[src/verilog/rvCorePkg.sv]
`default_nettype none

package rvCorePkg;

    localparam int xlen = 32;
    typedef logic [xlen-1:0] wordT;

    localparam int regIdxW = 5;
    typedef logic [regIdxW-1:0] regIdxT;

    typedef enum logic [3:0] {
        aluAdd,
        aluSub,
        aluAnd,
        aluOr,
        aluXor,
        aluSlt,
        aluSltu,
        aluSll,
        aluSrl,
        aluSra,
        aluCopy1,
        aluCopy2
    } aluOpT;

    typedef enum logic {src1Rs1, src1Pc} src1SelT;
    typedef enum logic {src2Rs2, src2Imm} src2SelT;

    typedef enum logic [1:0] {
        wbAlu,
        wbMem,
        wbLink   // PC plus 4 for JAL and JALR
    } wbSelT;

    localparam int   dmemWords   = 512;
    localparam wordT resetVector = '0;
    localparam wordT pcStep      = 32'd4;

endpackage

`default_nettype wire

[src/verilog/regFile.sv]
`timescale 1ns/1ns
`default_nettype none

module regFile (
    input  logic              CLK,
    input  logic              RESET,
    input  logic              writeEn,
    input  rvCorePkg::regIdxT rs1Addr,
    input  rvCorePkg::regIdxT rs2Addr,
    input  rvCorePkg::regIdxT rdAddr,
    input  rvCorePkg::wordT   rdData,
    output rvCorePkg::wordT   rs1Data,
    output rvCorePkg::wordT   rs2Data
);
    import rvCorePkg::*;

    localparam int numRegs = 2 ** regIdxW;

    wordT regs [1:numRegs-1];   // x0 has no storage

    always_ff @(posedge CLK) begin
        if (RESET) begin
            for (int i = 1; i < numRegs; i++) begin
                regs[i] <= '0;
            end
        end else if (writeEn && rdAddr != '0) begin
            regs[rdAddr] <= rdData;
        end
    end

    assign rs1Data = (rs1Addr == '0) ? '0 : regs[rs1Addr];
    assign rs2Data = (rs2Addr == '0) ? '0 : regs[rs2Addr];

endmodule

`default_nettype wire

[config.mk]
export PLATFORM = sky130hd
export DESIGN_NAME = regFile
export DESIGN_NICKNAME = d
export VERILOG_FILES = /design/src/verilog/rvCorePkg.sv /design/src/verilog/regFile.sv
export SDC_FILE = /design/constraint.sdc
export NUM_CORES = 2
export LEC_CHECK = 0
export BUFFER_PORTS_ARGS = -buffer_cell sky130_fd_sc_hd__buf_2
export CAP_MARGIN = 40
export CORE_MARGIN = 8
export CORE_UTILIZATION = 45
export CTS_CLUSTER_SIZE = 14
export DETAILED_ROUTE_END_ITERATION = 12
export SKIP_CTS_REPAIR_TIMING = 1
export SLEW_MARGIN = 20
export SYNTH_ARGS = -nofsm -noshare
export SYNTH_HDL_FRONTEND = slang
export SYNTH_SLANG_ARGS = --single-unit
[constraint.sdc]
create_clock -name CLK -period 2.9 [get_ports CLK]
set_clock_uncertainty 0.15 [all_clocks]
set_input_delay 0.58 -clock CLK [delete_from_list [all_inputs] [get_ports CLK]]
set_output_delay 0.58 -clock CLK [all_outputs]
set_load 0.02 [all_outputs]
==> run summary <==
Status
* outcome: finished with violations
* violated checks: setup timing

Placement
* final RePlAce weighted congestion: 0.894
* setup slack at placement: -0.835 ns
* DP HPWL: 128 mm
* count of input and output buffers: 113

Global routing
* grt ovf: 0
* number of global-route vias before repair: 37053
* initial antenna violation count: 16
* maximum number of pins on one net before global-route repair: 45
* first-pass GRT wire length: 274 mm
* Global Route Usage Sum: 28.9%

Synthesis
* portion of the post-synthesis area used by sequential elements: 56.3%
* share of the synthesized area in the top cell type: 56.3%
* main flop type after synthesis: sky130_fd_sc_hd__edfxtp_1
* Async SR Flop Fraction: 0%
* cell accounting for the most synthesized area: sky130_fd_sc_hd__edfxtp_1
* number of warnings printed during yosys synthesis: 0
* unique cell type count in the Yosys netlist: 44
* most used standard cell by instance count after synthesis: sky130_fd_sc_hd__edfxtp_1
* Avg Synthesized Cell Area: 14.5 um^2
* Synth area leaders: sky130_fd_sc_hd__edfxtp_1 (56%), sky130_fd_sc_hd__mux4_2 (15%), sky130_fd_sc_hd__and2_1 (11%)
* cell types with the highest counts after synthesis: sky130_fd_sc_hd__edfxtp_1 (1024), sky130_fd_sc_hd__and2_1 (995), sky130_fd_sc_hd__mux4_2 (356)
* Post-Synthesis Cells: 3765
* netlist area before placement: 54600 um^2
* Post-synth EDFFs: 1024
* post-synthesis sequential element count: 1024

STA
* Fmax: 0.295 GHz
* worst-case headroom to the max-slew limit: 51.7%
* Final Cycle Share: 117%
* final worst hold slack: 0.232 ns
* pins over their slew limit: 0
* Tmin final: 3.40 ns
* Final WS setup: -0.495 ns
* setup violation total in the final timing report: 64
* final setup TNS: -20.28 ns
* RSZ-0062 raised after global routing: true
* count of endpoints failing hold in the final timing report: 0
* Worst-Margin Slew: 0.725 ns

Power and ir drop
* leakage power summed over all cells: 25.5 nW
* power after layout: 38.5 mW
* power density over the cells: 552 nW/um^2
* worst voltage drop across the vdd grid: 0.000518 V

Setup path
* Worst setup SP type: input pin
* element type at the critical path end: output pin
* endpoint required time on the critical path: 2.17 ns
* Crit Path Class: input pin to output pin
* worst-path fanout max: 7
* CP Data Arrival Time: 2.67 ns

Routing
* number of antenna-violating nets in the routed design: 0
* final wirelength: 203 mm
* DR pass1 iterations: 5
* vias after detailed routing: 37851
* WL per Instance: 33.9 um
* DRC marker count from the first detailed-route iteration: 5261
* mean number of vias per cell: 6.31
* DRC errors left: 0

Clock network
* H-tree Lvls: 3
* clk sink count: 1024
* clock slew seen by the registers of the worst setup and hold paths: 0.06 ns
* number of buffers between clock root and the deepest sink: 3
* library cell used as clock root buffer: sky130_fd_sc_hd__clkbuf_16
* Inserted Clock Buffers: 115
* TritonCTS clock tree: done

Finish
* net count reported at finish: 4310
* largest registers: regs x1024
* register with the most flip-flops: regs
* Fillers: 9462
* Area Growth Syn to Fin: 27.7%
* max FFs per register: 1024
* layout cell share with drive strength beyond 1: 38.5%

Floorplan
* Starting Density: 45.1%
* Cell Rows: 128
* placeable core region: 121000 um^2
* chip height: 364 um
* die area: 133000 um^2
* I/O pin total: 114
* horizontal extent of the die: 364 um

Worst hold path
* worst min path class: input pin to flop

Run
* maxcap violations: 0

[where the power goes]
part	internal (mW)	switching (mW)	total, mW
clock network	8.53	6.18	14.7
registers	17.1	0.468	17.6
logic	2.86	3.34	6.20
[worst max-delay path, stage by stage]
cell                        delay, ns
sky130_fd_sc_hd__buf_16          0.14
sky130_fd_sc_hd__buf_16          0.18
sky130_fd_sc_hd__buf_6           0.16
sky130_fd_sc_hd__mux4_2          0.51
sky130_fd_sc_hd__a22o_4          0.28
sky130_fd_sc_hd__a2111oi_4       0.51
sky130_fd_sc_hd__nor3_4          0.10
sky130_fd_sc_hd__buf_6           0.16
[through the flow]
stage               std cells  utilization [%]  cell area [um^2]
floorplan                3796                -             55800
global placement         5635             51.2             61900
detailed placement       5635             51.2             61900
CTS                      5853             54.3             65700
global route             5987             57.6             69700
finish                   5995             57.6             69800
[per-layer routing]
layer	track usage (%)	up-vias	share of wire, %
met5	0	-	0.028
met1	39.1	19686	39
met4	12.4	8	4.7
li1	-	15469	-
met3	6.18	408	9.6
met2	45.4	2280	46
[layout make-up]
type / count / area (um^2) / share of cell area (%)
sequential: 1024 / 30700 / 44.1
multi-input combinational: 2364 / 25400 / 36.4
timing repair buffer: 754 / 7850 / 11.3
clock buffer: 142 / 3110 / 4.45
tap: 1625 / 2030 / 2.91
clock inverter: 76 / 639 / 0.916
antenna: 9 / 22.5 / 0.0323
inverter: 1 / 3.75 / 0.00538
[kinds of logic (layout without fill, tap and decap cells)]
family	after synthesis	count (layout)	share of synthesized area (%)
AND/OR/NAND/NOR	1213	1213	13.7
flip-flops	1024	1024	56.3
AO/OA/AOI/OAI	407	407	5.39
other	1	41	0.00686
buffers and inverters	408	973	3.34
multiplexers	712	712	21.3
[final timing paths]
check | to | startpoint | cells after the start
worst max-delay path | rs2Data[17] | rs2Addr[0] | 8
worst min-delay path | regs[0][13]$_DFFE_PP_ | rdData[13] | 1
[cell usage in the layout, fill, tap and decap left out, types with 32 or more instances in the layout]
cell                           n
sky130_fd_sc_hd__or2_2        32
sky130_fd_sc_hd__nor2_4       33
sky130_fd_sc_hd__clkbuf_16   137
sky130_fd_sc_hd__mux4_2      356
sky130_fd_sc_hd__buf_4       496
sky130_fd_sc_hd__conb_1       32
sky130_fd_sc_hd__a22oi_1      98
sky130_fd_sc_hd__nor4_4       33
sky130_fd_sc_hd__o22ai_1      40
sky130_fd_sc_hd__buf_6        61
sky130_fd_sc_hd__a211oi_2     35
sky130_fd_sc_hd__a2111oi_4    49
sky130_fd_sc_hd__mux2i_1     320
sky130_fd_sc_hd__buf_12      117
sky130_fd_sc_hd__buf_2        43
sky130_fd_sc_hd__a21oi_1      36
sky130_fd_sc_hd__edfxtp_1   1024
sky130_fd_sc_hd__and2_1      993
No activity file was read; power rests on OpenSTA's default activity.
