<file path="src/verilog/rvCorePkg.sv">
`default_nettype none

package rvCorePkg;

    localparam int xlen = 32;
    typedef logic [xlen-1:0] wordT;

    localparam int regIdxW = 5;
    typedef logic [regIdxW-1:0] regIdxT;

    typedef enum logic [3:0] {
        aluAdd,
        aluSub,
        aluAnd,
        aluOr,
        aluXor,
        aluSlt,
        aluSltu,
        aluSll,
        aluSrl,
        aluSra,
        aluCopy1,
        aluCopy2
    } aluOpT;

    typedef enum logic {src1Rs1, src1Pc} src1SelT;
    typedef enum logic {src2Rs2, src2Imm} src2SelT;

    typedef enum logic [1:0] {
        wbAlu,
        wbMem,
        wbLink   // PC plus 4 for JAL and JALR
    } wbSelT;

    localparam int   dmemWords   = 512;
    localparam wordT resetVector = '0;
    localparam wordT pcStep      = 32'd4;

endpackage

`default_nettype wire

</file>
<file path="src/verilog/rvIsaPkg.sv">
`default_nettype none

package rvIsaPkg;

    typedef enum logic [6:0] {
        opLui    = 7'b0110111,
        opAuipc  = 7'b0010111,
        opJal    = 7'b1101111,
        opJalr   = 7'b1100111,
        opBranch = 7'b1100011,
        opLoad   = 7'b0000011,
        opStore  = 7'b0100011,
        opOpImm  = 7'b0010011,
        opOp     = 7'b0110011
    } opcodeT;

    // Codes overlap between instruction classes
    typedef logic [2:0] funct3T;

    localparam funct3T f3Beq    = 3'b000;
    localparam funct3T f3Bne    = 3'b001;
    localparam funct3T f3Blt    = 3'b100;
    localparam funct3T f3Bge    = 3'b101;
    localparam funct3T f3Bltu   = 3'b110;
    localparam funct3T f3Bgeu   = 3'b111;

    localparam funct3T f3Byte   = 3'b000;
    localparam funct3T f3Half   = 3'b001;
    localparam funct3T f3Word   = 3'b010;
    localparam funct3T f3ByteU  = 3'b100;
    localparam funct3T f3HalfU  = 3'b101;

    localparam funct3T f3AddSub = 3'b000;
    localparam funct3T f3Sll    = 3'b001;
    localparam funct3T f3Slt    = 3'b010;
    localparam funct3T f3Sltu   = 3'b011;
    localparam funct3T f3Xor    = 3'b100;
    localparam funct3T f3SrlSra = 3'b101;
    localparam funct3T f3Or     = 3'b110;
    localparam funct3T f3And    = 3'b111;

    typedef enum logic [2:0] {
        fmtNone,
        fmtI,
        fmtS,
        fmtB,
        fmtU,
        fmtJ
    } immFmtT;

    localparam int rdLsb     = 7;
    localparam int funct3Lsb = 12;
    localparam int rs1Lsb    = 15;
    localparam int rs2Lsb    = 20;
    localparam int altBit    = 30;   // Selects SUB and SRA

endpackage

`default_nettype wire

</file>
<file path="src/verilog/rvDecoder.sv">
`timescale 1ns/1ns
`default_nettype none

module rvDecoder (
    input  rvCorePkg::wordT    instr,
    output rvIsaPkg::immFmtT   immFmt,
    output rvCorePkg::aluOpT   aluOp,
    output rvCorePkg::src1SelT src1Sel,
    output rvCorePkg::src2SelT src2Sel,
    output logic               jump,
    output logic               jumpReg,
    output logic               branch,
    output logic               memRead,
    output logic               memWrite,
    output logic               regWrite,
    output rvCorePkg::wbSelT   wbSel
);
    import rvCorePkg::*;
    import rvIsaPkg::*;

    opcodeT opcode;
    funct3T funct3;
    logic   alt;
    logic   altLegal;

    assign opcode = opcodeT'(instr[$bits(opcodeT)-1:0]);
    assign funct3 = instr[funct3Lsb +: $bits(funct3T)];
    assign alt    = instr[altBit];

    // Bit 30 is immediate data for I-type, except on the shifts
    assign altLegal = !alt || funct3 == f3SrlSra ||
                      (opcode == opOp ? funct3 == f3AddSub : funct3 != f3Sll);

    always_comb begin
        immFmt   = fmtNone;
        aluOp    = aluAdd;
        src1Sel  = src1Rs1;
        src2Sel  = src2Rs2;
        jump     = 1'b0;
        jumpReg  = 1'b0;
        branch   = 1'b0;
        memRead  = 1'b0;
        memWrite = 1'b0;
        regWrite = 1'b0;
        wbSel    = wbAlu;

        case (opcode)
            opLui: begin
                immFmt   = fmtU;
                aluOp    = aluCopy2;
                src2Sel  = src2Imm;
                regWrite = 1'b1;
            end
            opAuipc: begin
                immFmt   = fmtU;
                src1Sel  = src1Pc;
                src2Sel  = src2Imm;
                regWrite = 1'b1;
            end
            opJal: begin
                immFmt   = fmtJ;
                jump     = 1'b1;
                regWrite = 1'b1;
                wbSel    = wbLink;
            end
            opJalr: begin
                if (funct3 == '0) begin
                    immFmt   = fmtI;
                    jumpReg  = 1'b1;
                    regWrite = 1'b1;
                    wbSel    = wbLink;
                end
            end
            opBranch: begin
                if (funct3 inside {f3Beq, f3Bne, f3Blt, f3Bge, f3Bltu, f3Bgeu}) begin
                    immFmt = fmtB;
                    branch = 1'b1;
                end
            end
            opLoad: begin
                if (funct3 inside {f3Byte, f3Half, f3Word, f3ByteU, f3HalfU}) begin
                    immFmt   = fmtI;
                    src2Sel  = src2Imm;
                    memRead  = 1'b1;
                    regWrite = 1'b1;
                    wbSel    = wbMem;
                end
            end
            opStore: begin
                if (funct3 inside {f3Byte, f3Half, f3Word}) begin
                    immFmt   = fmtS;
                    src2Sel  = src2Imm;
                    memWrite = 1'b1;
                end
            end
            opOpImm, opOp: begin
                if (altLegal) begin
                    regWrite = 1'b1;
                    if (opcode == opOpImm) begin
                        immFmt  = fmtI;
                        src2Sel = src2Imm;
                    end
                    case (funct3)
                        f3AddSub: aluOp = (opcode == opOp && alt) ? aluSub : aluAdd;
                        f3Sll:    aluOp = aluSll;
                        f3Slt:    aluOp = aluSlt;
                        f3Sltu:   aluOp = aluSltu;
                        f3Xor:    aluOp = aluXor;
                        f3SrlSra: aluOp = alt ? aluSra : aluSrl;
                        f3Or:     aluOp = aluOr;
                        default:  aluOp = aluAnd;
                    endcase
                end
            end
            default: ;   // Unknown opcode retires as a no-op
        endcase
    end

endmodule

`default_nettype wire

</file>
<file path="config.mk">
export PLATFORM = sky130hd
export DESIGN_NAME = rvDecoder
export DESIGN_NICKNAME = d
export VERILOG_FILES = /design/src/verilog/rvCorePkg.sv /design/src/verilog/rvIsaPkg.sv /design/src/verilog/rvDecoder.sv
export SDC_FILE = /design/constraint.sdc
export NUM_CORES = 1
export LEC_CHECK = 0
export ABC_AREA = 1
export BUFFER_PORTS_ARGS = -buffer_cell sky130_fd_sc_hd__buf_4
export CAP_MARGIN = 10
export CORE_AREA = 2 2 39 41
export DETAILED_ROUTE_END_ITERATION = 12
export DIE_AREA = 0 0 41 43
export GPL_TIMING_DRIVEN = 0
export PLACE_DENSITY = 0.8
export RECOVER_POWER = 25
export SETUP_SLACK_MARGIN = 0.05
export SLEW_MARGIN = 20
export SYNTH_ARGS = -nofsm -noshare
export SYNTH_HDL_FRONTEND = slang
export SYNTH_SLANG_ARGS = --single-unit
</file>
<file path="constraint.sdc">
create_clock -name vclk -period 2.1
set_input_delay 0.105 -clock vclk [all_inputs]
set_output_delay 0.105 -clock vclk [all_outputs]
set_load 0.02 [all_outputs]
</file>
==> results.toml <==
[timing]
hold_viol_final = 0
fmax_mhz = 788
worstMarginPinSlew_ps = 267
relSlewSlack_pct = 82.1
rsz0062_at_grt = "false"
fin_crit_sh_pct = 60.4
min_period_ps = 1270
fin_setup_tns_ps = 0
drv_slew = 0
whs_ps = 515
finalSetupViolCount = 0

[worst_setup_path]
required_ps = 2000
cp-end-kind = "output pin"
critPathKind = "primary input to output pin"
crit_arrival_ps = 1160
crit_path_max_fanout = 3
startpoint_type = "primary input"

[clock_tree]
cts_resized = 0
ctsHoldBuffers = 0
post-cts-setup-buffers = 0

[placement]
port_buffers = 27
dpl.hpwl_um = 1050
numPlacedInstances = 121
gp_congestion = 0.836

[floorplanning]
pin_count = 49
placement_rows = 14
die_area_um2 = 1760
die_x_um = 41
start_util_pct = 29.6
core_um2 = 1380
die_h_um = 43

[route]
drt_wl_total_um = 1110
dr.first_iter.drc_count = 1
vias_per_cell = 4.64
ant_nets = 0
firstDrtPassIters = 4
num_vias = 561
drc = 0
wl_per_cell_um = 9.15

[logic_synthesis]
ys_seq_area_share_pct = 0
ys_types = 23
synthTopCellsByArea = "nand2_1 17%, inv_1 11%, nand3_1 9.8%"
netlist_instances = 78
syn_avg_cell_area_um2 = 5.25
synth_fp_nets = 110
yosysWarningCount = 0
synth_largest_area_cell = "nand2_1"
yosysTopAreaCellShare_pct = 17.4
synth_area_um2 = 409

[flow_run]
max_cap_violations = 0

[global_route]
grt_usage_pct = 13.7
grt-ovfl-total = 0
grt_pass1_vias = 483
grt_first_pass_wirelength_um = 1810
grt_max_degree = 10
antenna_found_initial = 0

[layout]
nets = 139
diodes = 0
drive_gt1_share_pct = 37.1
seq_area_um2 = 0
final_cell_mix = "27 x buf_4, 20 x nand2_1, 13 x inv_1"
flops_and_latches = 0
layout_commonest_cell = "buf_4"
finalNonFillerCells = 121
postLayoutCoreUtil_pct = 44.7
area_delta_synth_final_pct = 51.1
nClkBuffers = 0

[power_and_ir_drop]
p_clk_share_pct = 0
leakagePower_uw = 0.000387
switching_share_pct = 58.1
pwr_density_cell_nw_per_um2 = 118
power_switching_uw = 42.3
p_comb_share_pct = 100.0
p_total_uw = 72.9
vdd_ir_drop_max_uv = 59.8
p_int_uw = 30.6
seq_power_share_pct = 0

[run_status]
outcome = "complete, no violations"

[hold_path]
hold_path_class = "primary input to output pin"
## per-layer routing
layer | global-route usage (%) | share of wire, % | vias up | wire, um
met5 | 0 | 0 | - | 0
met4 | 0 | 0 | 0 | 0
met3 | 0 | 5.7 | 0 | 63
met2 | 25.0 | 54 | 14 | 593
met1 | 18.0 | 41 | 241 | 450
li1 | - | - | 306 | -
## final cells by class
cell class	instances	area, um2
Timing Repair Buffer	27	199
Inverter	15	56.3
Multi-Input combinational cell	61	324
Fill cell	158	766
Buffer	2	18.8
Tap cell	16	20.0
## power by group through the flow
| stage | Sequential [uW] | Clock (uW) | Combinational [uW] |
|---|---|---|---|
| finish | 0 | 0 | 72.9 |
| CTS | 0 | 0 | 75.5 |
| global route | 0 | 0 | 81.7 |
| global placement | 0 | 0 | 73.9 |
| detailed placement | 0 | 0 | 75.4 |
| floorplan | 0 | 0 | 41.9 |
## synth_stat cells, drive strengths merged
cell type / n
a21oi: 2
and3: 1
buf: 2
inv: 15
nand2: 22
nand3: 10
nand3b: 2
nand4: 2
nor2: 11
nor3: 3
nor4: 1
o21ai: 5
o31ai: 1
or2: 1
## cell families after synthesis
logic type / Yosys count / synth area share, %
AO/OA/AOI/OAI: 8 / 10.4
buffers and inverters: 17 / 18.3
AND/OR/NAND/NOR: 53 / 71.3
## worst max-delay path: stages
cell and delay, ps:
buf_4 120, inv_1 60, nand2_1 90, nor2_1 200, nand4_1 200, nand2_2 120, nor2_1 50, nand2_1 70
buf_4 130
## final timing paths
path | from | endpoint | slack (ps) | cells after the start
worst max-delay path | instr[4] | regWrite | 830 | 9
worst min-delay path | instr[6] | memWrite | 510 | 3
## per-stage QoR
step,setup WS [ps],area (um2)
floorplan,980,409
CTS,884,632
detailed placement,884,632
global placement,924,632
finish,831,618
global route,725,618
No activity file was read; power rests on OpenSTA's default activity.
