## src/verilog/rvCorePkg.sv

```systemverilog
`default_nettype none

package rvCorePkg;

    localparam int xlen = 32;
    typedef logic [xlen-1:0] wordT;

    localparam int regIdxW = 5;
    typedef logic [regIdxW-1:0] regIdxT;

    typedef enum logic [3:0] {
        aluAdd,
        aluSub,
        aluAnd,
        aluOr,
        aluXor,
        aluSlt,
        aluSltu,
        aluSll,
        aluSrl,
        aluSra,
        aluCopy1,
        aluCopy2
    } aluOpT;

    typedef enum logic {src1Rs1, src1Pc} src1SelT;
    typedef enum logic {src2Rs2, src2Imm} src2SelT;

    typedef enum logic [1:0] {
        wbAlu,
        wbMem,
        wbLink   // PC plus 4 for JAL and JALR
    } wbSelT;

    localparam int   dmemWords   = 512;
    localparam wordT resetVector = '0;
    localparam wordT pcStep      = 32'd4;

endpackage

`default_nettype wire

```

## src/verilog/rvIsaPkg.sv

```systemverilog
`default_nettype none

package rvIsaPkg;

    typedef enum logic [6:0] {
        opLui    = 7'b0110111,
        opAuipc  = 7'b0010111,
        opJal    = 7'b1101111,
        opJalr   = 7'b1100111,
        opBranch = 7'b1100011,
        opLoad   = 7'b0000011,
        opStore  = 7'b0100011,
        opOpImm  = 7'b0010011,
        opOp     = 7'b0110011
    } opcodeT;

    // Codes overlap between instruction classes
    typedef logic [2:0] funct3T;

    localparam funct3T f3Beq    = 3'b000;
    localparam funct3T f3Bne    = 3'b001;
    localparam funct3T f3Blt    = 3'b100;
    localparam funct3T f3Bge    = 3'b101;
    localparam funct3T f3Bltu   = 3'b110;
    localparam funct3T f3Bgeu   = 3'b111;

    localparam funct3T f3Byte   = 3'b000;
    localparam funct3T f3Half   = 3'b001;
    localparam funct3T f3Word   = 3'b010;
    localparam funct3T f3ByteU  = 3'b100;
    localparam funct3T f3HalfU  = 3'b101;

    localparam funct3T f3AddSub = 3'b000;
    localparam funct3T f3Sll    = 3'b001;
    localparam funct3T f3Slt    = 3'b010;
    localparam funct3T f3Sltu   = 3'b011;
    localparam funct3T f3Xor    = 3'b100;
    localparam funct3T f3SrlSra = 3'b101;
    localparam funct3T f3Or     = 3'b110;
    localparam funct3T f3And    = 3'b111;

    typedef enum logic [2:0] {
        fmtNone,
        fmtI,
        fmtS,
        fmtB,
        fmtU,
        fmtJ
    } immFmtT;

    localparam int rdLsb     = 7;
    localparam int funct3Lsb = 12;
    localparam int rs1Lsb    = 15;
    localparam int rs2Lsb    = 20;
    localparam int altBit    = 30;   // Selects SUB and SRA

endpackage

`default_nettype wire

```

## src/verilog/immGen.sv

```systemverilog
`timescale 1ns/1ns
`default_nettype none

module immGen (
    input  rvCorePkg::wordT  instr,
    input  rvIsaPkg::immFmtT immFmt,
    output rvCorePkg::wordT  imm
);
    import rvCorePkg::*;
    import rvIsaPkg::*;

    logic sign;

    assign sign = instr[31];

    always_comb begin
        case (immFmt)
            fmtI: imm = {{(xlen-12){sign}}, instr[31:20]};
            fmtS: imm = {{(xlen-12){sign}}, instr[31:25], instr[11:7]};
            fmtB: begin
                imm = {{(xlen-13){sign}}, sign, instr[7], instr[30:25],
                       instr[11:8], 1'b0};
            end
            fmtU: imm = {instr[31:12], 12'b0};   // Low bits always zero
            fmtJ: begin
                imm = {{(xlen-21){sign}}, sign, instr[19:12], instr[20],
                       instr[30:21], 1'b0};
            end
            default: imm = '0;
        endcase
    end

endmodule

`default_nettype wire

```

## config.mk

```make
export PLATFORM = sky130hd
export DESIGN_NAME = immGen
export DESIGN_NICKNAME = d
export VERILOG_FILES = /design/src/verilog/rvCorePkg.sv /design/src/verilog/rvIsaPkg.sv /design/src/verilog/immGen.sv
export SDC_FILE = /design/constraint.sdc
export NUM_CORES = 1
export LEC_CHECK = 0
export ABC_AREA = 1
export BUFFER_PORTS_ARGS = -buffer_cell sky130_fd_sc_hd__clkbuf_2
export CAP_MARGIN = 20
export CORE_MARGIN = 2
export CORE_UTILIZATION = 25
export DETAILED_ROUTE_END_ITERATION = 8
export GPL_ROUTABILITY_DRIVEN = 0
export PLACE_DENSITY = 0.72
export SYNTH_ARGS = -nofsm -noshare
export SYNTH_HDL_FRONTEND = slang
export SYNTH_SLANG_ARGS = --single-unit
```

## constraint.sdc

```tcl
create_clock -name vclk -period 0.8
set_clock_uncertainty 0.15 [all_clocks]
set_input_delay 0.04 -clock vclk [all_inputs]
set_output_delay 0.04 -clock vclk [all_outputs]
set_load 0.02 [all_outputs]
```

==> flow_metrics.env, run 1 <==
export IMPL_start_kind="primary input"
export IMPL_fillerInstances=98
export IMPL_yosys_area_share_adder_pct=0
export IMPL_seq_area_um2=0
export IMPL_port_buffers=60
export IMPL_dp_final_hpwl_mm=1.636
export IMPL_grt_first_pass_wirelength_mm=3.298
export IMPL_cpMaxStageDelayCell="o211ai_4"
export IMPL_grt_antenna_before_repair=0
export IMPL_initial_core_util_pct=26.38
export IMPL_grt_overflow_total=0
export IMPL_yosysWarnings=0
export IMPL_seq_cells=0
export IMPL_ir_drop_mv=0.4338
export IMPL_postRouteAntennaNets=0
export IMPL_combPwrFrac_pct=100.0
export IMPL_antenna_cells=0
export IMPL_die_y_um=46.68
export IMPL_p_seq_share_pct=0
export IMPL_wl_mm=2.823
export IMPL_cp_max_fo=11
export IMPL_crit_family="buffers and inverters"
export IMPL_p_sw_uw=513.9
export IMPL_max_stage_delay_ns=0.25
export IMPL_wl_met3_um=215
export IMPL_area_delta_synth_final_pct=214.0
export IMPL_finalMaxSlewViolations=0
export IMPL_rows=15
export IMPL_setup_ws_ns=-0.2557
export IMPL_stdcell_count=186
export IMPL_rsz0062_at_grt="yes"
export IMPL_synth_avg_cell_area_um2=4.950
export IMPL_arrival_ns=0.87
export IMPL_track_usage_pct=20.17
export IMPL_power_density_nw_per_um2=693.9
export IMPL_crit_type="in -> out"
export IMPL_violations="setup timing"
export IMPL_final_layout_size_suffix_gt1_share_pct=77.64
export IMPL_synth_compound_area_share_pct=4.945
export IMPL_cp_required_ns=0.61
export IMPL_dp_cells=182
export IMPL_crit_chain="clkbuf_16 > o211ai_4 > buf_12 > nand3_1 > buf_6"
export IMPL_mostFrequentLayoutCells="29 x clkbuf_2, 22 x buf_6, 21 x nand3_1"
export IMPL_muxShareOfSynthArea_pct=0
export IMPL_drt_iter0_drc=17
export IMPL_min_delay_start="instr[8]"
export IMPL_drt_vias_per_instance=5.038
export IMPL_synth_fp_nets=127
export IMPL_wl_met2_mm=1.586
export IMPL_vias=937
export IMPL_multi_input_area_um2=611.8
export IMPL_slew_headroom_pct=83.64
export IMPL_hold_viol=0
export IMPL_yosys_area_share_simple_pct=71.15
export IMPL_place_area_um2=1010
export IMPL_post_drt_wl_per_cell_um=15.18
export IMPL_syn_inst=92
export IMPL_first_global_vias=754
export IMPL_synthXorXnorAreaFrac_pct=0
export IMPL_tightest_slew_ns=0.2443
export IMPL_synth_cell_type_count=12
export IMPL_final_common_cell="clkbuf_2"
export IMPL_hold_path_class="in -> out"
export IMPL_syn_area_um2=455.4
export IMPL_leakage_nw=0.7667
export IMPL_setup_viol=32
export IMPL_synth_seq_area_share_pct=0
export IMPL_power_frac_clock_pct=0
export IMPL_grt_max_degree=12
export IMPL_synth_top_family_by_area="simple AND/OR/NAND/NOR gates"
export IMPL_switching_share_pct=51.79
export IMPL_drc=0
export IMPL_internal_power_uw=478.5
export IMPL_drv_cap=0
export IMPL_power_uw=992.4
export IMPL_critical_path_startpoint="immFmt[1]"
export IMPL_wl_met1_mm=1.006
export IMPL_ios=67
export IMPL_outcome="finished, violations left"
export IMPL_worstSetupEndpointType="output port"
export IMPL_hold_end="imm[1]"
export IMPL_finalCritPeriodShare_pct=132.0
export IMPL_fin_tns_setup_ns=-5.981
export IMPL_core_um2=1727
export IMPL_fin_crit_ns=1.056
export IMPL_final_nets=198
export IMPL_clock_buffers=0
export IMPL_clock_fmax_ghz=0.9472
export IMPL_die_area_um2=2179
export IMPL_top_layer_used="met4"
export IMPL_dr_pass1_iters=4
export IMPL_final_area_um2=1430
export IMPL_cp_num_buf_inv=3
export IMPL_die_w_um=46.68
export IMPL_min_path_cells=4
export IMPL_ctsHoldBuffers=0
==> power groups by stage <==
stage                     Combinational, mW  Clock [mW]  Sequential [mW]
after floorplan                       0.445           0                0
final                                 0.992           0                0
after detailed placement              0.698           0                0
after CTS                             0.821           0                0
after global placement                0.685           0                0
after global routing                   1.05           0                0
==> layout make-up <==
class | instances | area share (%)
multi-input combinational | 73 | 42.78
inverter | 9 | 3.762
tap | 25 | 2.187
timing repair buffer | 79 | 51.27
==> cell families after synthesis <==
| group | count (synthesis) |
|---|---|
| simple gates | 70 |
| compound gates | 3 |
| buf+inv | 19 |
==> timing repair <==
item	4_1_cts	5_1_grt
buffers inserted	1	1
gates resized for setup	43	78
pin swaps	5	5
cloned	1	1
setup endpoints to repair	32	32
==> per-layer routing <==
metal  global-route usage (%)  up-vias
li1                         -      459
met1                    23.50      432
met2                    38.89       44
met3                    3.529        2
met4                    2.222        0
met5                        0        -
==> how the worst max path moves through the flow <==
| stage | to | slack, ns | depth (start not counted) |
|---|---|---|---|
| 2_1_floorplan | imm[10] | -0.12 | 7 |
| 3_3_place_gp | imm[31] | -0.28 | 5 |
| 3_5_place_dp | imm[18] | -0.29 | 5 |
| 4_1_cts | imm[29] | -0.25 | 5 |
| 5_1_grt | imm[28] | -0.28 | 5 |
| 6_report | imm[28] | -0.26 | 5 |
==> metrics by stage <==
stage               hold slack [ns]  util (%)  worst slack [ns]
global placement             0.2598     58.48           -0.2796
detailed placement           0.2618     58.48           -0.2868
finish                       0.2596     82.83           -0.2557
global route                 0.2701     82.83           -0.2769
floorplan                   0.05742         -           -0.1225
CTS                          0.2681     70.87           -0.2538
==> Yosys cell counts <==
cell type | number | share of area, %
buf_4 | 5 | 8.2
inv_1 | 7 | 5.8
nand3_1 | 43 | 47
buf_6 | 2 | 4.9
buf_2 | 3 | 3.3
o21ai_0 | 1 | 1.1
o211ai_2 | 1 | 2.7
o21ai_1 | 1 | 1.1
inv_2 | 2 | 1.6
nand2_1 | 16 | 13
nor2_1 | 8 | 6.6
nand4_1 | 3 | 4.1
(Power assumes the default switching activity.)
==> run 2: changes to the inputs <==
--- a/config.mk
+++ b/config.mk
@@ -8,6 +8,7 @@
 export ABC_AREA = 1
 export BUFFER_PORTS_ARGS = -buffer_cell sky130_fd_sc_hd__clkbuf_2
 export CAP_MARGIN = 20
+export CORE_ASPECT_RATIO = 0.9
 export CORE_MARGIN = 2
 export CORE_UTILIZATION = 25
 export DETAILED_ROUTE_END_ITERATION = 8
==> flow_metrics.env, run 2 (synthesis results as in run 1) <==
export IMPL_outcome="finished, violations left"
export IMPL_violations="setup timing"
export IMPL_arrival_ns=0.90
export IMPL_grt_first_pass_wirelength_mm=4.774
export IMPL_ios=67
export IMPL_top_usage_layer="met2"
export IMPL_cp_required_ns=0.61
export IMPL_ir_drop_mv=0.5032
export IMPL_worstSetupEndpointType="output port"
export IMPL_drt_iter0_drc=33
export IMPL_vias=1038
export IMPL_leakage_nw=0.8438
export IMPL_setup_viol=32
export IMPL_combPwrFrac_pct=100.0
export IMPL_hold_path_class="in -> out"
export IMPL_dr_pass1_iters=4
export IMPL_place_ws_ns=-0.3155
export IMPL_met2_usage_pct=51.51
export IMPL_hold_viol=0
export IMPL_power_frac_clock_pct=0
export IMPL_postRouteAntennaNets=0
export IMPL_wl_mm=3.686
export IMPL_p_seq_share_pct=0
export IMPL_fin_tns_setup_ns=-6.578
export IMPL_area_delta_synth_final_pct=252.2
export IMPL_fin_crit_ns=1.089
export IMPL_final_layout_size_suffix_gt1_share_pct=79.64
export IMPL_initial_core_util_pct=26.80
export IMPL_die_y_um=44.49
export IMPL_antenna_cells=0
export IMPL_first_global_vias=1010
export IMPL_power_density_nw_per_um2=703.1
export IMPL_final_nets=204
export IMPL_dp_final_hpwl_mm=1.718
export IMPL_die_w_um=48.99
export IMPL_internal_power_uw=563.3
export IMPL_clock_fmax_ghz=0.9184
export IMPL_seq_area_um2=0
export IMPL_core_um2=1699
export IMPL_finalCritPeriodShare_pct=136.1
export IMPL_slew_headroom_pct=83.03
export IMPL_setup_ws_ns=-0.2889
export IMPL_grt_max_degree=13
export IMPL_rows=14
export IMPL_cp_max_fo=5
export IMPL_dp_cells=184
export IMPL_drc=0
export IMPL_track_usage_pct=27.47
export IMPL_stdcell_count=191
export IMPL_p_sw_uw=564.5
export IMPL_clock_buffers=0
export IMPL_drt_vias_per_instance=5.435
export IMPL_post_drt_wl_per_cell_um=19.30
export IMPL_port_buffers=60
export IMPL_crit_type="in -> out"
export IMPL_grt_util_met3_pct=5.068
export IMPL_final_common_cell="clkbuf_2"
export IMPL_finalMaxSlewViolations=0
export IMPL_tightest_slew_ns=0.2533
export IMPL_mostFrequentLayoutCells="25 x clkbuf_2, 19 x nand3_1, 17 x nand3_2"
export IMPL_met1_usage_pct=33.13
export IMPL_grt_antenna_before_repair=0
export IMPL_switching_share_pct=50.05
export IMPL_grt_overflow_total=0
export IMPL_seq_cells=0
export IMPL_rsz0062_at_grt="yes"
export IMPL_start_kind="primary input"
export IMPL_die_area_um2=2180
export IMPL_drv_cap=0
run 2: worst max-delay path: stages:
cell and delay [ns]:
clkbuf_16 0.14, inv_8 0.06, nand4_1 0.11, buf_4 0.17, clkbuf_16 0.16, nand3_2 0.10, buf_8 0.12
run 2: timing repair:
action | in CTS | in global routing
endpoints found under the setup margin | 32 | 32
hold buffers | 0 | 0
setup buffers | 2 | 1
gates resized for setup | 90 | 45
pin swaps | 15 | 13
gates cloned | 3 | 2
run 2: stage by stage:
step	total power [mW]	utilization [%]	hold slack, ns	cell area [um2]
2_1_floorplan	0.4446	-	0.05742	638.1
3_3_place_gp	0.6916	60.68	0.2639	1031
3_5_place_dp	0.7064	60.68	0.2690	1031
4_1_cts	0.9898	88.37	0.2756	1501
5_1_grt	1.173	94.40	0.2855	1604
6_report	1.128	94.40	0.2710	1604
run 2: layer usage:
layer,wire [um],vias to the layer above
met3,280,16
met5,0,-
li1,-,465
met2,1832,65
met4,142,0
met1,1431,492
run 2: layout make-up:
type                       instances  area [um2]
timing repair buffer              85       893.4
fill                              51       95.09
inverter                           9       51.30
multi-input combinational         73       629.4
tap                               24       30.03
run 2: worst paths after layout:
path	from	end	slack (ns)	cells past startpoint
worst max-delay path	immFmt[1]	imm[26]	-0.29	7
worst min-delay path	instr[10]	imm[3]	0.27	4
run 2: power by group through the flow:
stage                     sequential [mW]  combinational, mW  clock, mW
after floorplan                         0              0.445          0
after global placement                  0              0.692          0
after global routing                    0               1.17          0
after detailed placement                0              0.706          0
final                                   0               1.13          0
after CTS                               0              0.990          0
==> run 3: changes to the inputs <==
--- a/config.mk
+++ b/config.mk
@@ -13,7 +13,8 @@
 export CORE_UTILIZATION = 25
 export DETAILED_ROUTE_END_ITERATION = 8
 export GPL_ROUTABILITY_DRIVEN = 0
-export PLACE_DENSITY = 0.72
+export GPL_TIMING_DRIVEN = 1
+export PLACE_DENSITY_LB_ADDON = 0.1
 export SYNTH_ARGS = -nofsm -noshare
 export SYNTH_HDL_FRONTEND = slang
 export SYNTH_SLANG_ARGS = --single-unit
==> flow_metrics.env, run 3 (synthesis results as in run 1) <==
export IMPL_finalMaxSlewViolations=0
export IMPL_initial_core_util_pct=26.80
export IMPL_power_mw=1.094
export IMPL_finalCritPeriodShare_pct=136.2
export IMPL_switching_share_pct=50.33
export IMPL_crit_type="in -> out"
export IMPL_leakage_nw=0.8130
export IMPL_hold_end="imm[12]"
export IMPL_die_y_um=44.49
export IMPL_track_usage_pct=21.69
export IMPL_violations="setup timing"
export IMPL_first_global_vias=929
export IMPL_min_path_cells=4
export IMPL_drt_iter0_drc=20
export IMPL_tightest_slew_ns=0.2996
export IMPL_start_kind="primary input"
export IMPL_place_ws_ns=-0.2696
export IMPL_power_density_nw_per_um2=707.2
export IMPL_die_w_um=48.99
export IMPL_post_drt_wl_per_cell_um=17.77
export IMPL_setup_ws_ns=-0.2896
export IMPL_hold_viol=0
export IMPL_area_delta_synth_final_pct=239.6
export IMPL_finish_utilization_pct=91.02
export IMPL_grt_antenna_before_repair=0
export IMPL_worstSetupEndpointType="output port"
export IMPL_outcome="finished, violations left"
export IMPL_seq_cells=0
export IMPL_fin_tns_setup_ns=-7.190
export IMPL_slew_headroom_pct=80.00
export IMPL_ir_drop_mv=0.4821
export IMPL_postRouteAntennaNets=0
export IMPL_power_frac_clock_pct=0
export IMPL_wl_mm=3.341
export IMPL_drt_vias_per_instance=5.277
export IMPL_dp_cells=183
export IMPL_setup_viol=32
export IMPL_seq_area_um2=0
export IMPL_drv_cap=0
export IMPL_drc=0
export IMPL_min_delay_start="instr[12]"
export IMPL_die_area_um2=2180
export IMPL_vias=992
export IMPL_rows=14
export IMPL_grt_overflow_total=0
export IMPL_final_common_cell="clkbuf_2"
export IMPL_grt_max_degree=11
export IMPL_final_nets=201
export IMPL_rsz0062_at_grt="yes"
export IMPL_antenna_cells=0
export IMPL_p_sw_uw=550.5
export IMPL_arrival_ns=0.90
export IMPL_grt_first_pass_wirelength_mm=3.864
export IMPL_ios=67
export IMPL_stdcell_count=188
export IMPL_final_layout_size_suffix_gt1_share_pct=77.44
export IMPL_hold_path_class="in -> out"
export IMPL_mostFrequentLayoutCells="24 x clkbuf_2, 22 x nand3_1, 17 x buf_8, 17 x buf_4, 11 x nand3_4"
export IMPL_dr_pass1_iters=7
export IMPL_core_um2=1699
export IMPL_clock_buffers=0
export IMPL_dp_final_hpwl_mm=1.553
export IMPL_combPwrFrac_pct=100.0
export IMPL_fin_crit_ns=1.090
export IMPL_cp_max_fo=5
export IMPL_internal_power_uw=543.2
export IMPL_fillerInstances=67
export IMPL_p_seq_share_pct=0
export IMPL_cp_required_ns=0.61
export IMPL_clock_fmax_ghz=0.9178
export IMPL_port_buffers=60
[run 3: per-stage QoR]
| step | instance area (um2) | hold slack (ns) |
|---|---|---|
| floorplan | 638.1 | 0.05742 |
| global placement | 1023 | 0.2605 |
| detailed placement | 1023 | 0.2695 |
| CTS | 1400 | 0.2743 |
| global route | 1546 | 0.2857 |
| finish | 1546 | 0.2736 |
[run 3: routing by layer]
layer	vias up	share of wire [%]	global-route usage, %
met5	-	0	0
met4	0	2.7	1.143
met3	11	3.9	1.689
met2	47	55	49.86
met1	473	38	21.98
li1	461	-	-
[run 3: repair_timing]
item | 4_1_cts | 5_1_grt
setup buffers | 2 | 1
hold buffers | 0 | 0
hold endpoints to repair | 0 | 0
pin swaps | 7 | 16
endpoints found under the setup margin | 32 | 32
cloned | 2 | 0
resized for setup | 72 | 54
[run 3: how the worst max path moves through the flow]
stage	from	to	slack, ns	depth (start not counted)
after global placement	immFmt[2]	imm[28]	-0.26	6
after floorplan	immFmt[1]	imm[10]	-0.12	7
after global routing	immFmt[1]	imm[25]	-0.32	7
after CTS	immFmt[1]	imm[25]	-0.24	6
after detailed placement	immFmt[2]	imm[27]	-0.27	6
final	immFmt[1]	imm[25]	-0.29	7
[run 3: final cells by class]
class | instances | area (um2) | share of cell area [%]
Tap cell | 24 | 30.03 | 1.942
Inverter | 9 | 46.29 | 2.994
Timing Repair Buffer | 82 | 837.1 | 54.13
Multi-Input combinational cell | 73 | 633.1 | 40.94
[run 3: power groups by stage]
stage | Sequential (mW) | Clock [mW] | Combinational [mW]
after floorplan | 0 | 0 | 0.445
after global placement | 0 | 0 | 0.688
after detailed placement | 0 | 0 | 0.696
after CTS | 0 | 0 | 0.923
after global routing | 0 | 0 | 1.14
final | 0 | 0 | 1.09
[run 3: critical path: stages]
cell	delay (ns)
clkbuf_16	0.14
clkinv_8	0.05
nand4_1	0.12
buf_4	0.18
clkbuf_16	0.16
nand3_4	0.08
buf_8	0.11
