## src/verilog/rvCorePkg.sv

```systemverilog
`default_nettype none

package rvCorePkg;

    localparam int xlen = 32;
    typedef logic [xlen-1:0] wordT;

    localparam int regIdxW = 5;
    typedef logic [regIdxW-1:0] regIdxT;

    typedef enum logic [3:0] {
        aluAdd,
        aluSub,
        aluAnd,
        aluOr,
        aluXor,
        aluSlt,
        aluSltu,
        aluSll,
        aluSrl,
        aluSra,
        aluCopy1,
        aluCopy2
    } aluOpT;

    typedef enum logic {src1Rs1, src1Pc} src1SelT;
    typedef enum logic {src2Rs2, src2Imm} src2SelT;

    typedef enum logic [1:0] {
        wbAlu,
        wbMem,
        wbLink   // PC plus 4 for JAL and JALR
    } wbSelT;

    localparam int   dmemWords   = 512;
    localparam wordT resetVector = '0;
    localparam wordT pcStep      = 32'd4;

endpackage

`default_nettype wire

```

## src/verilog/rvIsaPkg.sv

```systemverilog
`default_nettype none

package rvIsaPkg;

    typedef enum logic [6:0] {
        opLui    = 7'b0110111,
        opAuipc  = 7'b0010111,
        opJal    = 7'b1101111,
        opJalr   = 7'b1100111,
        opBranch = 7'b1100011,
        opLoad   = 7'b0000011,
        opStore  = 7'b0100011,
        opOpImm  = 7'b0010011,
        opOp     = 7'b0110011
    } opcodeT;

    // Codes overlap between instruction classes
    typedef logic [2:0] funct3T;

    localparam funct3T f3Beq    = 3'b000;
    localparam funct3T f3Bne    = 3'b001;
    localparam funct3T f3Blt    = 3'b100;
    localparam funct3T f3Bge    = 3'b101;
    localparam funct3T f3Bltu   = 3'b110;
    localparam funct3T f3Bgeu   = 3'b111;

    localparam funct3T f3Byte   = 3'b000;
    localparam funct3T f3Half   = 3'b001;
    localparam funct3T f3Word   = 3'b010;
    localparam funct3T f3ByteU  = 3'b100;
    localparam funct3T f3HalfU  = 3'b101;

    localparam funct3T f3AddSub = 3'b000;
    localparam funct3T f3Sll    = 3'b001;
    localparam funct3T f3Slt    = 3'b010;
    localparam funct3T f3Sltu   = 3'b011;
    localparam funct3T f3Xor    = 3'b100;
    localparam funct3T f3SrlSra = 3'b101;
    localparam funct3T f3Or     = 3'b110;
    localparam funct3T f3And    = 3'b111;

    typedef enum logic [2:0] {
        fmtNone,
        fmtI,
        fmtS,
        fmtB,
        fmtU,
        fmtJ
    } immFmtT;

    localparam int rdLsb     = 7;
    localparam int funct3Lsb = 12;
    localparam int rs1Lsb    = 15;
    localparam int rs2Lsb    = 20;
    localparam int altBit    = 30;   // Selects SUB and SRA

endpackage

`default_nettype wire

```

## src/verilog/nextPcUnit.sv

```systemverilog
`timescale 1ns/1ns
`default_nettype none

module nextPcUnit (
    input  rvCorePkg::wordT  pc,
    input  rvCorePkg::wordT  rs1Data,
    input  rvCorePkg::wordT  rs2Data,
    input  rvCorePkg::wordT  imm,
    input  rvIsaPkg::funct3T funct3,
    input  logic             jump,
    input  logic             jumpReg,
    input  logic             branch,
    output rvCorePkg::wordT  nextPc
);
    import rvCorePkg::*;
    import rvIsaPkg::*;

    logic equal;
    logic lessSigned;
    logic lessUnsigned;
    logic condition;
    logic taken;
    wordT relTarget;

    assign equal        = rs1Data == rs2Data;
    assign lessSigned   = $signed(rs1Data) < $signed(rs2Data);
    assign lessUnsigned = rs1Data < rs2Data;

    always_comb begin
        case (funct3)
            f3Beq:   condition = equal;
            f3Bne:   condition = !equal;
            f3Blt:   condition = lessSigned;
            f3Bge:   condition = !lessSigned;
            f3Bltu:  condition = lessUnsigned;
            f3Bgeu:  condition = !lessUnsigned;
            default: condition = 1'b0;
        endcase
    end

    assign taken     = branch && condition;
    assign relTarget = pc + imm;   // Shared by JAL and branches

    always_comb begin
        if (jump) begin
            nextPc = relTarget;
        end else if (jumpReg) begin
            nextPc = (rs1Data + imm) & ~wordT'(1);
        end else if (taken) begin
            nextPc = relTarget;
        end else begin
            nextPc = pc + pcStep;
        end
    end

endmodule

`default_nettype wire

```

## config.mk

```make
export PLATFORM = sky130hd
export DESIGN_NAME = nextPcUnit
export DESIGN_NICKNAME = d
export VERILOG_FILES = /design/src/verilog/rvCorePkg.sv /design/src/verilog/rvIsaPkg.sv /design/src/verilog/nextPcUnit.sv
export SDC_FILE = /design/constraint.sdc
export NUM_CORES = 1
export LEC_CHECK = 0
export ABC_AREA = 1
export BUFFER_PORTS_ARGS = -buffer_cell sky130_fd_sc_hd__buf_2
export CORE_MARGIN = 1
export CORE_UTILIZATION = 60
export DETAILED_ROUTE_END_ITERATION = 16
export PLACE_DENSITY = 0.93
export SYNTH_ARGS = -nofsm -noshare
export SYNTH_HDL_FRONTEND = slang
export SYNTH_SLANG_ARGS = --single-unit
```

## constraint.sdc

```tcl
create_clock -name vclk -period 9.2
set_input_delay 1.84 -clock vclk [all_inputs]
set_output_delay 1.84 -clock vclk [all_outputs]
set_load 0.1 [all_outputs]
```

==> flow_summary.json, run 1 <==
{
  "cts_hold_buf": 0,
  "crit_slowest_cell": "buf_2",
  "seq_cell_count": 0,
  "diodes": 0,
  "post_cts_resized": 0,
  "gr-total-overflow": 0,
  "dpl.hpwl_um": 19680,
  "holdPathEnd": "nextPc[1]",
  "drt-wirelength-per-cell_um": 15.57,
  "synth_area_per_cell_um2": 5.461,
  "synth_nets": 1400,
  "track_usage_pct": 39.85,
  "end_kind": "output pin",
  "fmax_mhz": 150.2,
  "p_leak_uw": 0.004106,
  "nClkBuffers": 0,
  "dp_cells": 1456,
  "nets": 1552,
  "synthCells": 1170,
  "finalNonFillerCells": 1456,
  "critical_path.max_fanout": 29,
  "die_w_um": 105.2,
  "power.density_nw_per_um2": 91.31,
  "synth_area_um2": 6390,
  "dieArea_um2": 11070,
  "drc": 0,
  "arrival_ns": 4.82,
  "grt_pass1_wl_um": 35490,
  "hold_depth": 4,
  "vias_per_cell": 5.755,
  "irDropWorstVdd_uv": 90.22,
  "slew_violations": 0,
  "ys_seq_area_share_pct": 0,
  "yosys_warnings": 0,
  "grt_max_degree": 30,
  "initial_core_util_pct": 61.90,
  "cp.depth": 17,
  "rows": 37,
  "crit_family": "simple AND/OR/NAND/NOR gates",
  "wirelength_um": 22670,
  "place.port_buffers": 166,
  "tns_ns": 0,
  "rsz0062_at_grt": "false",
  "io_pins": 166,
  "fill_cells": 1039,
  "crit_path_start_kind": "input pin",
  "coreArea_um2": 10320,
  "setup_viol_count_final": 0,
  "ant_nets": 0,
  "max_stage_delay_ns": 0.42,
  "status": "complete, no violations",
  "worst_pin_slew_ns": 0.7481,
  "gp_congestion": 0.9952,
  "ys_types": 46,
  "ff_latch_area_um2": 0,
  "dpl_cell_area_um2": 7284,
  "drt_iter0_drc": 874,
  "cts_setup_buffers": 0,
  "fin_crit_sh_pct": 72.39,
  "holdWs_ns": 4.246,
  "dr_total_vias": 8379,
  "die_height_um": 105.2,
  "cp_cell_sequence": "buf_2 -> ha_1 -> nand2_2 -> nor3_2 -> nand3_1 -> nor2_1 -> nand2_1 -> nand2_1 -> nor2_2 -> inv_2 -> nand3_4 -> nand2_4 -> nand2_2 -> o21ai_0 -> nand2_1 -> nand2_1 -> buf_2",
  "hp-class": "input pin to output pin",
  "slew_headroom_pct": 49.82,
  "cpMostUsedCell": "nand2_1",
  "layout-drive-gt1-share_pct": 15.61,
  "syn_to_final_growth_pct": 14.00,
  "hold_start": "pc[1]",
  "postLayoutCellArea_um2": 7284,
  "antenna_found_initial": 0,
  "dr.pass1.iters": 6,
  "hold_violations": 0,
  "min_period_ns": 6.660,
  "critical_path_buf_inv_count": 3,
  "grt_pass1_vias": 7646,
  "cp_data_required_time_ns": 7.36,
  "critPathKind": "input pin to output pin",
  "maxCapViolations": 0
}
-- cell type report --
class	count	area, um^2	share of cell area, %
multi-input combinational	982	5630	77.29
tap	136	170.2	2.336
inverter	170	638.1	8.760
timing repair buffer	168	845.8	11.61
-- synth_stat cells, drive strengths merged --
cell type  count  share of area (%)
a211oi         2               0.23
a21boi         8               0.94
a21o          10                1.2
a21oi         94                7.4
a221oi         3               0.41
a31o           1               0.14
a31oi         13                1.3
and3           1              0.098
buf           14                1.7
clkbuf         4               0.23
clkinv         2               0.12
fa             2               0.63
ha            94                 18
inv          168                9.9
nand2        326                 19
nand3         98                8.5
nand3b         7               0.82
nand4         18                1.8
nor2         112                6.9
nor3          27                2.4
nor4           6               0.82
o211ai         2               0.23
o21a           2               0.23
o21ai         75                5.9
o21bai        12                1.4
o31ai          1               0.12
or2           11                1.1
xnor2         16                2.2
xor2          41                5.6
-- kinds of logic after synthesis --
group	after synthesis	share of synthesized area, %
xor+xnor	57	7.813
compound gates	223	19.46
simple gates	606	41.81
fa+ha+maj	96	19.03
buf+inv	188	11.89
-- where the power goes --
group	switching [uW]	internal (uW)	leakage [uW]
Sequential	0	0	0
Clock	0	0	0
Combinational	489	176	0.00411
Total	489	176	0.00411
-- stage by stage --
stage	utilization, %	total power [uW]	setup WS [ns]
after floorplan	-	498.0	1.729
final	70.56	665.2	2.540
after global placement	70.56	645.4	2.634
after global routing	70.56	717.1	2.318
after CTS	70.56	652.5	2.600
after detailed placement	70.56	650.0	2.610
-- cells in the final DEF, fill, tap and decap left out, types with 12 or more instances in the layout --
| cell | n |
|---|---|
| nand2_1 | 321 |
| ha_1 | 94 |
| a31oi_1 | 13 |
| xor2_1 | 41 |
| o21ai_0 | 72 |
| a21oi_1 | 93 |
| inv_1 | 165 |
| nor3_1 | 25 |
| nand3_1 | 90 |
| nor2_1 | 106 |
| nand4_1 | 18 |
| xnor2_1 | 16 |
| buf_2 | 166 |
| o21bai_1 | 12 |
-- how the worst max path moves through the flow --
stage                start  slack, ns    endpoint
2_1_floorplan        pc[0]       1.73  nextPc[14]
3_3_place_gp   rs1Data[31]       2.63  nextPc[11]
3_5_place_dp   rs1Data[31]       2.61  nextPc[11]
4_1_cts        rs1Data[31]       2.60  nextPc[11]
5_1_grt        rs1Data[31]       2.32  nextPc[11]
6_report       rs1Data[31]       2.54  nextPc[20]
-- metal layers --
| layer | track usage [%] | vias to the layer above | part of all wire, % |
|---|---|---|---|
| li1 | - | 4191 | - |
| met1 | 52.41 | 3679 | 42 |
| met2 | 64.80 | 447 | 43 |
| met3 | 7.985 | 62 | 12 |
| met4 | 12.47 | 0 | 3.3 |
| met5 | 0 | - | 0 |
Note: power is estimated with default switching activity, not from simulation.
==> inputs of run 2 (changes only) <==
--- a/config.mk
+++ b/config.mk
@@ -8,9 +8,9 @@
 export ABC_AREA = 1
 export BUFFER_PORTS_ARGS = -buffer_cell sky130_fd_sc_hd__buf_2
 export CORE_MARGIN = 1
-export CORE_UTILIZATION = 60
+export CORE_UTILIZATION = 51
 export DETAILED_ROUTE_END_ITERATION = 16
-export PLACE_DENSITY = 0.93
+export PLACE_DENSITY = 0.84
 export SYNTH_ARGS = -nofsm -noshare
 export SYNTH_HDL_FRONTEND = slang
 export SYNTH_SLANG_ARGS = --single-unit
==> constraint.sdc (replaced) <==
create_clock -name vclk -period 6.1
set_input_delay 1.22 -clock vclk [all_inputs]
set_output_delay 1.22 -clock vclk [all_outputs]
set_load 0.1 [all_outputs]
==> flow_summary.json, run 2 (synthesis gave the netlist of run 1 again) <==
{
  "rows": 40,
  "grt_pass1_vias": 7260,
  "fin_crit_sh_pct": 89.96,
  "p_switching_uw": 735.8,
  "io_pins": 166,
  "swShare_pct": 73.47,
  "slew_violations": 0,
  "seq_cell_count": 0,
  "setup_viol_count_final": 0,
  "diodes": 0,
  "endpoint": "nextPc[11]",
  "cpMostUsedCell": "nand2_1",
  "dieArea_um2": 12980,
  "max_stage_delay_ns": 0.42,
  "fmax_mhz": 182.2,
  "initial_core_util_pct": 52.76,
  "fill_cells": 1286,
  "track_usage_pct": 33.53,
  "grt_max_degree": 38,
  "grt_pass1_wl_um": 34870,
  "antenna_found_initial": 0,
  "cts_setup_buffers": 0,
  "dpl.hpwl_um": 19420,
  "status": "complete, no violations",
  "dr_total_vias": 8272,
  "end_kind": "output pin",
  "nets": 1552,
  "syn_to_final_growth_pct": 14.63,
  "coreArea_um2": 12110,
  "finalNonFillerCells": 1488,
  "drc": 0,
  "arrival_ns": 4.27,
  "holdWs_ns": 3.006,
  "cp_data_required_time_ns": 4.88,
  "nClkBuffers": 0,
  "place.port_buffers": 166,
  "gp_congestion": 0.9861,
  "wirelength_um": 22260,
  "cts_hold_buf": 0,
  "power_frac_comb_pct": 100.0,
  "die_w_um": 113.9,
  "dr.pass1.iters": 6,
  "dp_cells": 1488,
  "p_clk_share_pct": 0,
  "critPathKind": "input pin to output pin",
  "startpoint": "rs1Data[31]",
  "layout-drive-gt1-share_pct": 15.61,
  "maxCapViolations": 0,
  "p_int_uw": 265.7,
  "p_leak_uw": 0.004107,
  "final_common_cell": "nand2_1",
  "pre_cts_slack_ns": 0.7111,
  "setup_slack_ns": 0.6122,
  "crit_path_start_kind": "input pin",
  "ff_latch_area_um2": 0,
  "drt_iter0_drc": 769,
  "post_cts_resized": 0,
  "slew_headroom_pct": 49.60,
  "irDropWorstVdd_uv": 129.1,
  "crit_slowest_cell": "buf_2",
  "hold_violations": 0,
  "vias_per_cell": 5.559,
  "final_cell_mix": "nand2_1 (321), buf_2 (166), inv_1 (165)",
  "rsz0062_at_grt": "false",
  "cp_cell_sequence": "buf_2 -> ha_1 -> a21oi_1 -> o21a_1 -> nand2_1 -> a21oi_1 -> nand3_1 -> nand3_2 -> nand3_4 -> nand2_4 -> nand2_2 -> o21ai_0 -> nand2_1 -> nand2_1 -> buf_2",
  "die_height_um": 113.9,
  "seqPwrFrac_pct": 0,
  "power.density_nw_per_um2": 136.7,
  "drt-wirelength-per-cell_um": 14.96,
  "ant_nets": 0,
  "worst_pin_slew_ns": 0.7481,
  "multi_input_area_um2": 5630,
  "tns_ns": 0,
  "gr-total-overflow": 0,
  "hp-class": "input pin to output pin",
  "min_period_ns": 5.488,
  "critical_path.max_fanout": 29
}
==> run 2: cell types whose count changed in the layout (fill, tap and decap cells not counted) <==
cell | before | now
a21boi_1 | 2 | 6
a21boi_0 | 6 | 2
==> run 2: critical path: cells and delay by family <==
| kind | cells | cell delay, ns |
|---|---|---|
| simple gates | 8 | 1.20 |
| compound gates | 4 | 0.95 |
| buf+inv | 2 | 0.53 |
| fa+ha+maj | 1 | 0.35 |
==> run 2: worst min-delay path by stage <==
| stage | startpoint | endpoint | slack (ns) | cells past startpoint |
|---|---|---|---|---|
| detailed placement | pc[1] | nextPc[1] | 3.00 | 4 |
| global placement | pc[1] | nextPc[1] | 3.01 | 4 |
| CTS | pc[1] | nextPc[1] | 3.00 | 4 |
| floorplan | jump | nextPc[4] | 2.89 | 2 |
| finish | pc[1] | nextPc[1] | 3.01 | 4 |
| global route | pc[1] | nextPc[1] | 3.03 | 4 |
==> run 2: stage by stage <==
stage	instance area, um^2	total power, uW	utilization [%]
finish	7325	1001	60.48
global route	7325	1082	60.48
CTS	7325	984.7	60.48
detailed placement	7325	980.7	60.48
global placement	7325	974.3	60.48
floorplan	6390	751.9	-
==> run 2: final cells by class <==
cell class | count | share of cell area [%]
timing repair buffer | 168 | 11.55
tap | 168 | 2.870
inverter | 170 | 8.712
multi-input combinational | 982 | 76.87
==> run 2: power by group through the flow <==
stage               logic, uW  registers, uW  clock network [uW]
floorplan                 752              0                   0
global route             1080              0                   0
finish                   1000              0                   0
global placement          974              0                   0
CTS                       985              0                   0
detailed placement        981              0                   0
==> run 2: routing by layer <==
| layer | part of all wire (%) | wire length (um) | track usage, % |
|---|---|---|---|
| met1 | 45 | 9911 | 46.42 |
| met4 | 2.7 | 604 | 7.446 |
| met2 | 44 | 9692 | 55.80 |
| met5 | 0 | 0 | 0 |
| met3 | 9.2 | 2048 | 3.454 |
==> inputs of run 3 (changes only) <==
--- a/config.mk
+++ b/config.mk
@@ -6,11 +6,15 @@
 export NUM_CORES = 1
 export LEC_CHECK = 0
 export ABC_AREA = 1
+export ABC_CLOCK_PERIOD_IN_PS = 6100
 export BUFFER_PORTS_ARGS = -buffer_cell sky130_fd_sc_hd__buf_2
+export CELL_PAD_IN_SITES_DETAIL_PLACEMENT = 1
+export CELL_PAD_IN_SITES_GLOBAL_PLACEMENT = 2
 export CORE_MARGIN = 1
-export CORE_UTILIZATION = 51
+export CORE_UTILIZATION = 25
 export DETAILED_ROUTE_END_ITERATION = 16
-export PLACE_DENSITY = 0.84
+export PLACE_DENSITY = 0.85
+export RECOVER_POWER = 50
 export SYNTH_ARGS = -nofsm -noshare
 export SYNTH_HDL_FRONTEND = slang
 export SYNTH_SLANG_ARGS = --single-unit
==> flow_summary.json, run 3 (synthesis gave the netlist of run 1 again) <==
{
  "track_usage_pct": 20.99,
  "setup_viol_count_final": 0,
  "cp_data_required_time_ns": 4.88,
  "power.density_nw_per_um2": 136.4,
  "critPathKind": "input pin to output pin",
  "tns_ns": 0,
  "place.port_buffers": 166,
  "gp_congestion": 0.9237,
  "swShare_pct": 74.09,
  "dr_total_vias": 8153,
  "seq_cell_count": 0,
  "power_uw": 1028,
  "worst_pin_slew_ns": 0.6712,
  "rsz0062_at_grt": "false",
  "dpl.hpwl_um": 25370,
  "finalNonFillerCells": 1652,
  "dp_cells": 1651,
  "p_clk_share_pct": 0,
  "syn_to_final_growth_pct": 17.96,
  "p_leak_uw": 0.004114,
  "fmax_mhz": 182.6,
  "layout-drive-gt1-share_pct": 15.67,
  "hold_start": "pc[1]",
  "antenna_found_initial": 1,
  "drt-wirelength-per-cell_um": 17.05,
  "end_kind": "output pin",
  "nets": 1553,
  "dieArea_um2": 26200,
  "maxCapViolations": 0,
  "drc": 0,
  "ant_nets": 0,
  "rows": 58,
  "holdPathEnd": "nextPc[1]",
  "drt_iter0_drc": 512,
  "fill_cells": 3507,
  "arrival_ns": 4.26,
  "ff_latch_area_um2": 0,
  "slew_violations": 0,
  "cts_hold_buf": 0,
  "hold_depth": 4,
  "initial_core_util_pct": 25.45,
  "grt_max_degree": 33,
  "io_pins": 166,
  "final_common_cell": "nand2_1",
  "dr.pass1.iters": 5,
  "min_period_ns": 5.477,
  "critical_path.max_fanout": 29,
  "vias_per_cell": 4.935,
  "fin_crit_sh_pct": 89.79,
  "cts_setup_buffers": 0,
  "hp-class": "input pin to output pin",
  "coreArea_um2": 25110,
  "status": "complete, no violations",
  "p_switching_uw": 762.0,
  "nClkBuffers": 0,
  "slew_headroom_pct": 54.78,
  "grt_pass1_vias": 8137,
  "die_height_um": 161.9,
  "die_w_um": 161.9,
  "post_cts_resized": 0,
  "final_util_pct": 30.02,
  "power_frac_comb_pct": 100.0,
  "crit_path_start_kind": "input pin",
  "seqPwrFrac_pct": 0,
  "p_int_uw": 266.5,
  "irDropWorstVdd_uv": 111.4,
  "grt_pass1_wl_um": 43280,
  "hold_violations": 0,
  "wirelength_um": 28170,
  "gr-total-overflow": 0,
  "final_cell_mix": "nand2_1 (321), inv_1 (165), buf_2 (151)"
}
run 3: worst max-delay path by stage:
stage / startpoint / to
after floorplan: rs2Data[31] / nextPc[23]
after global placement: rs1Data[31] / nextPc[20]
after detailed placement: rs1Data[15] / nextPc[11]
after CTS: rs1Data[15] / nextPc[11]
after global routing: rs1Data[31] / nextPc[18]
final: rs1Data[15] / nextPc[11]
run 3: final cells by class:
class	instances	area, um^2	share of cell area (%)
repair buffers	169	853.3	11.32
well taps	330	412.9	5.478
diodes	1	2.502	0.03320
inverters	170	638.1	8.466
multi-input cells	982	5630	74.70
run 3: stage by stage:
stage	hold slack (ns)	instance area, um^2	setup WS (ns)
floorplan	2.894	6390	0.5971
finish	3.088	7537	0.6229
detailed placement	3.008	7535	0.6270
global placement	3.006	7535	0.6614
global route	3.131	7535	0.3851
CTS	3.009	7535	0.6161
run 3: power groups by stage:
stage                     Clock [uW]  Sequential [uW]  Combinational [uW]
final                      0.0000219                0                1030
after global routing               0                0                1120
after CTS                          0                0                1030
after detailed placement           0                0                1020
after global placement             0                0                1020
after floorplan                    0                0                 752
run 3: metal layers:
layer	track usage (%)	routed length [um]	part of all wire, %
met1	29.19	13770	49
met2	36.68	13060	46
met3	0.4852	891	3.2
met4	2.916	444	1.6
met5	0	0	0
run 3: critical path, stage by stage:
cell and delay, ns:
buf_2 0.11, ha_1 0.29, nand2_1 0.05, inv_1 0.06, nand3_1 0.09, nor2_1 0.20
nand3_1 0.22, nor2_1 0.21, nand2_1 0.07, nand2_1 0.07, nor2_2 0.04, inv_2 0.06
nand3_4 0.24, nand2_4 0.40, nand2_2 0.14, o21ai_0 0.19, nand2_1 0.07, nand2_1 0.07
buf_2 0.42
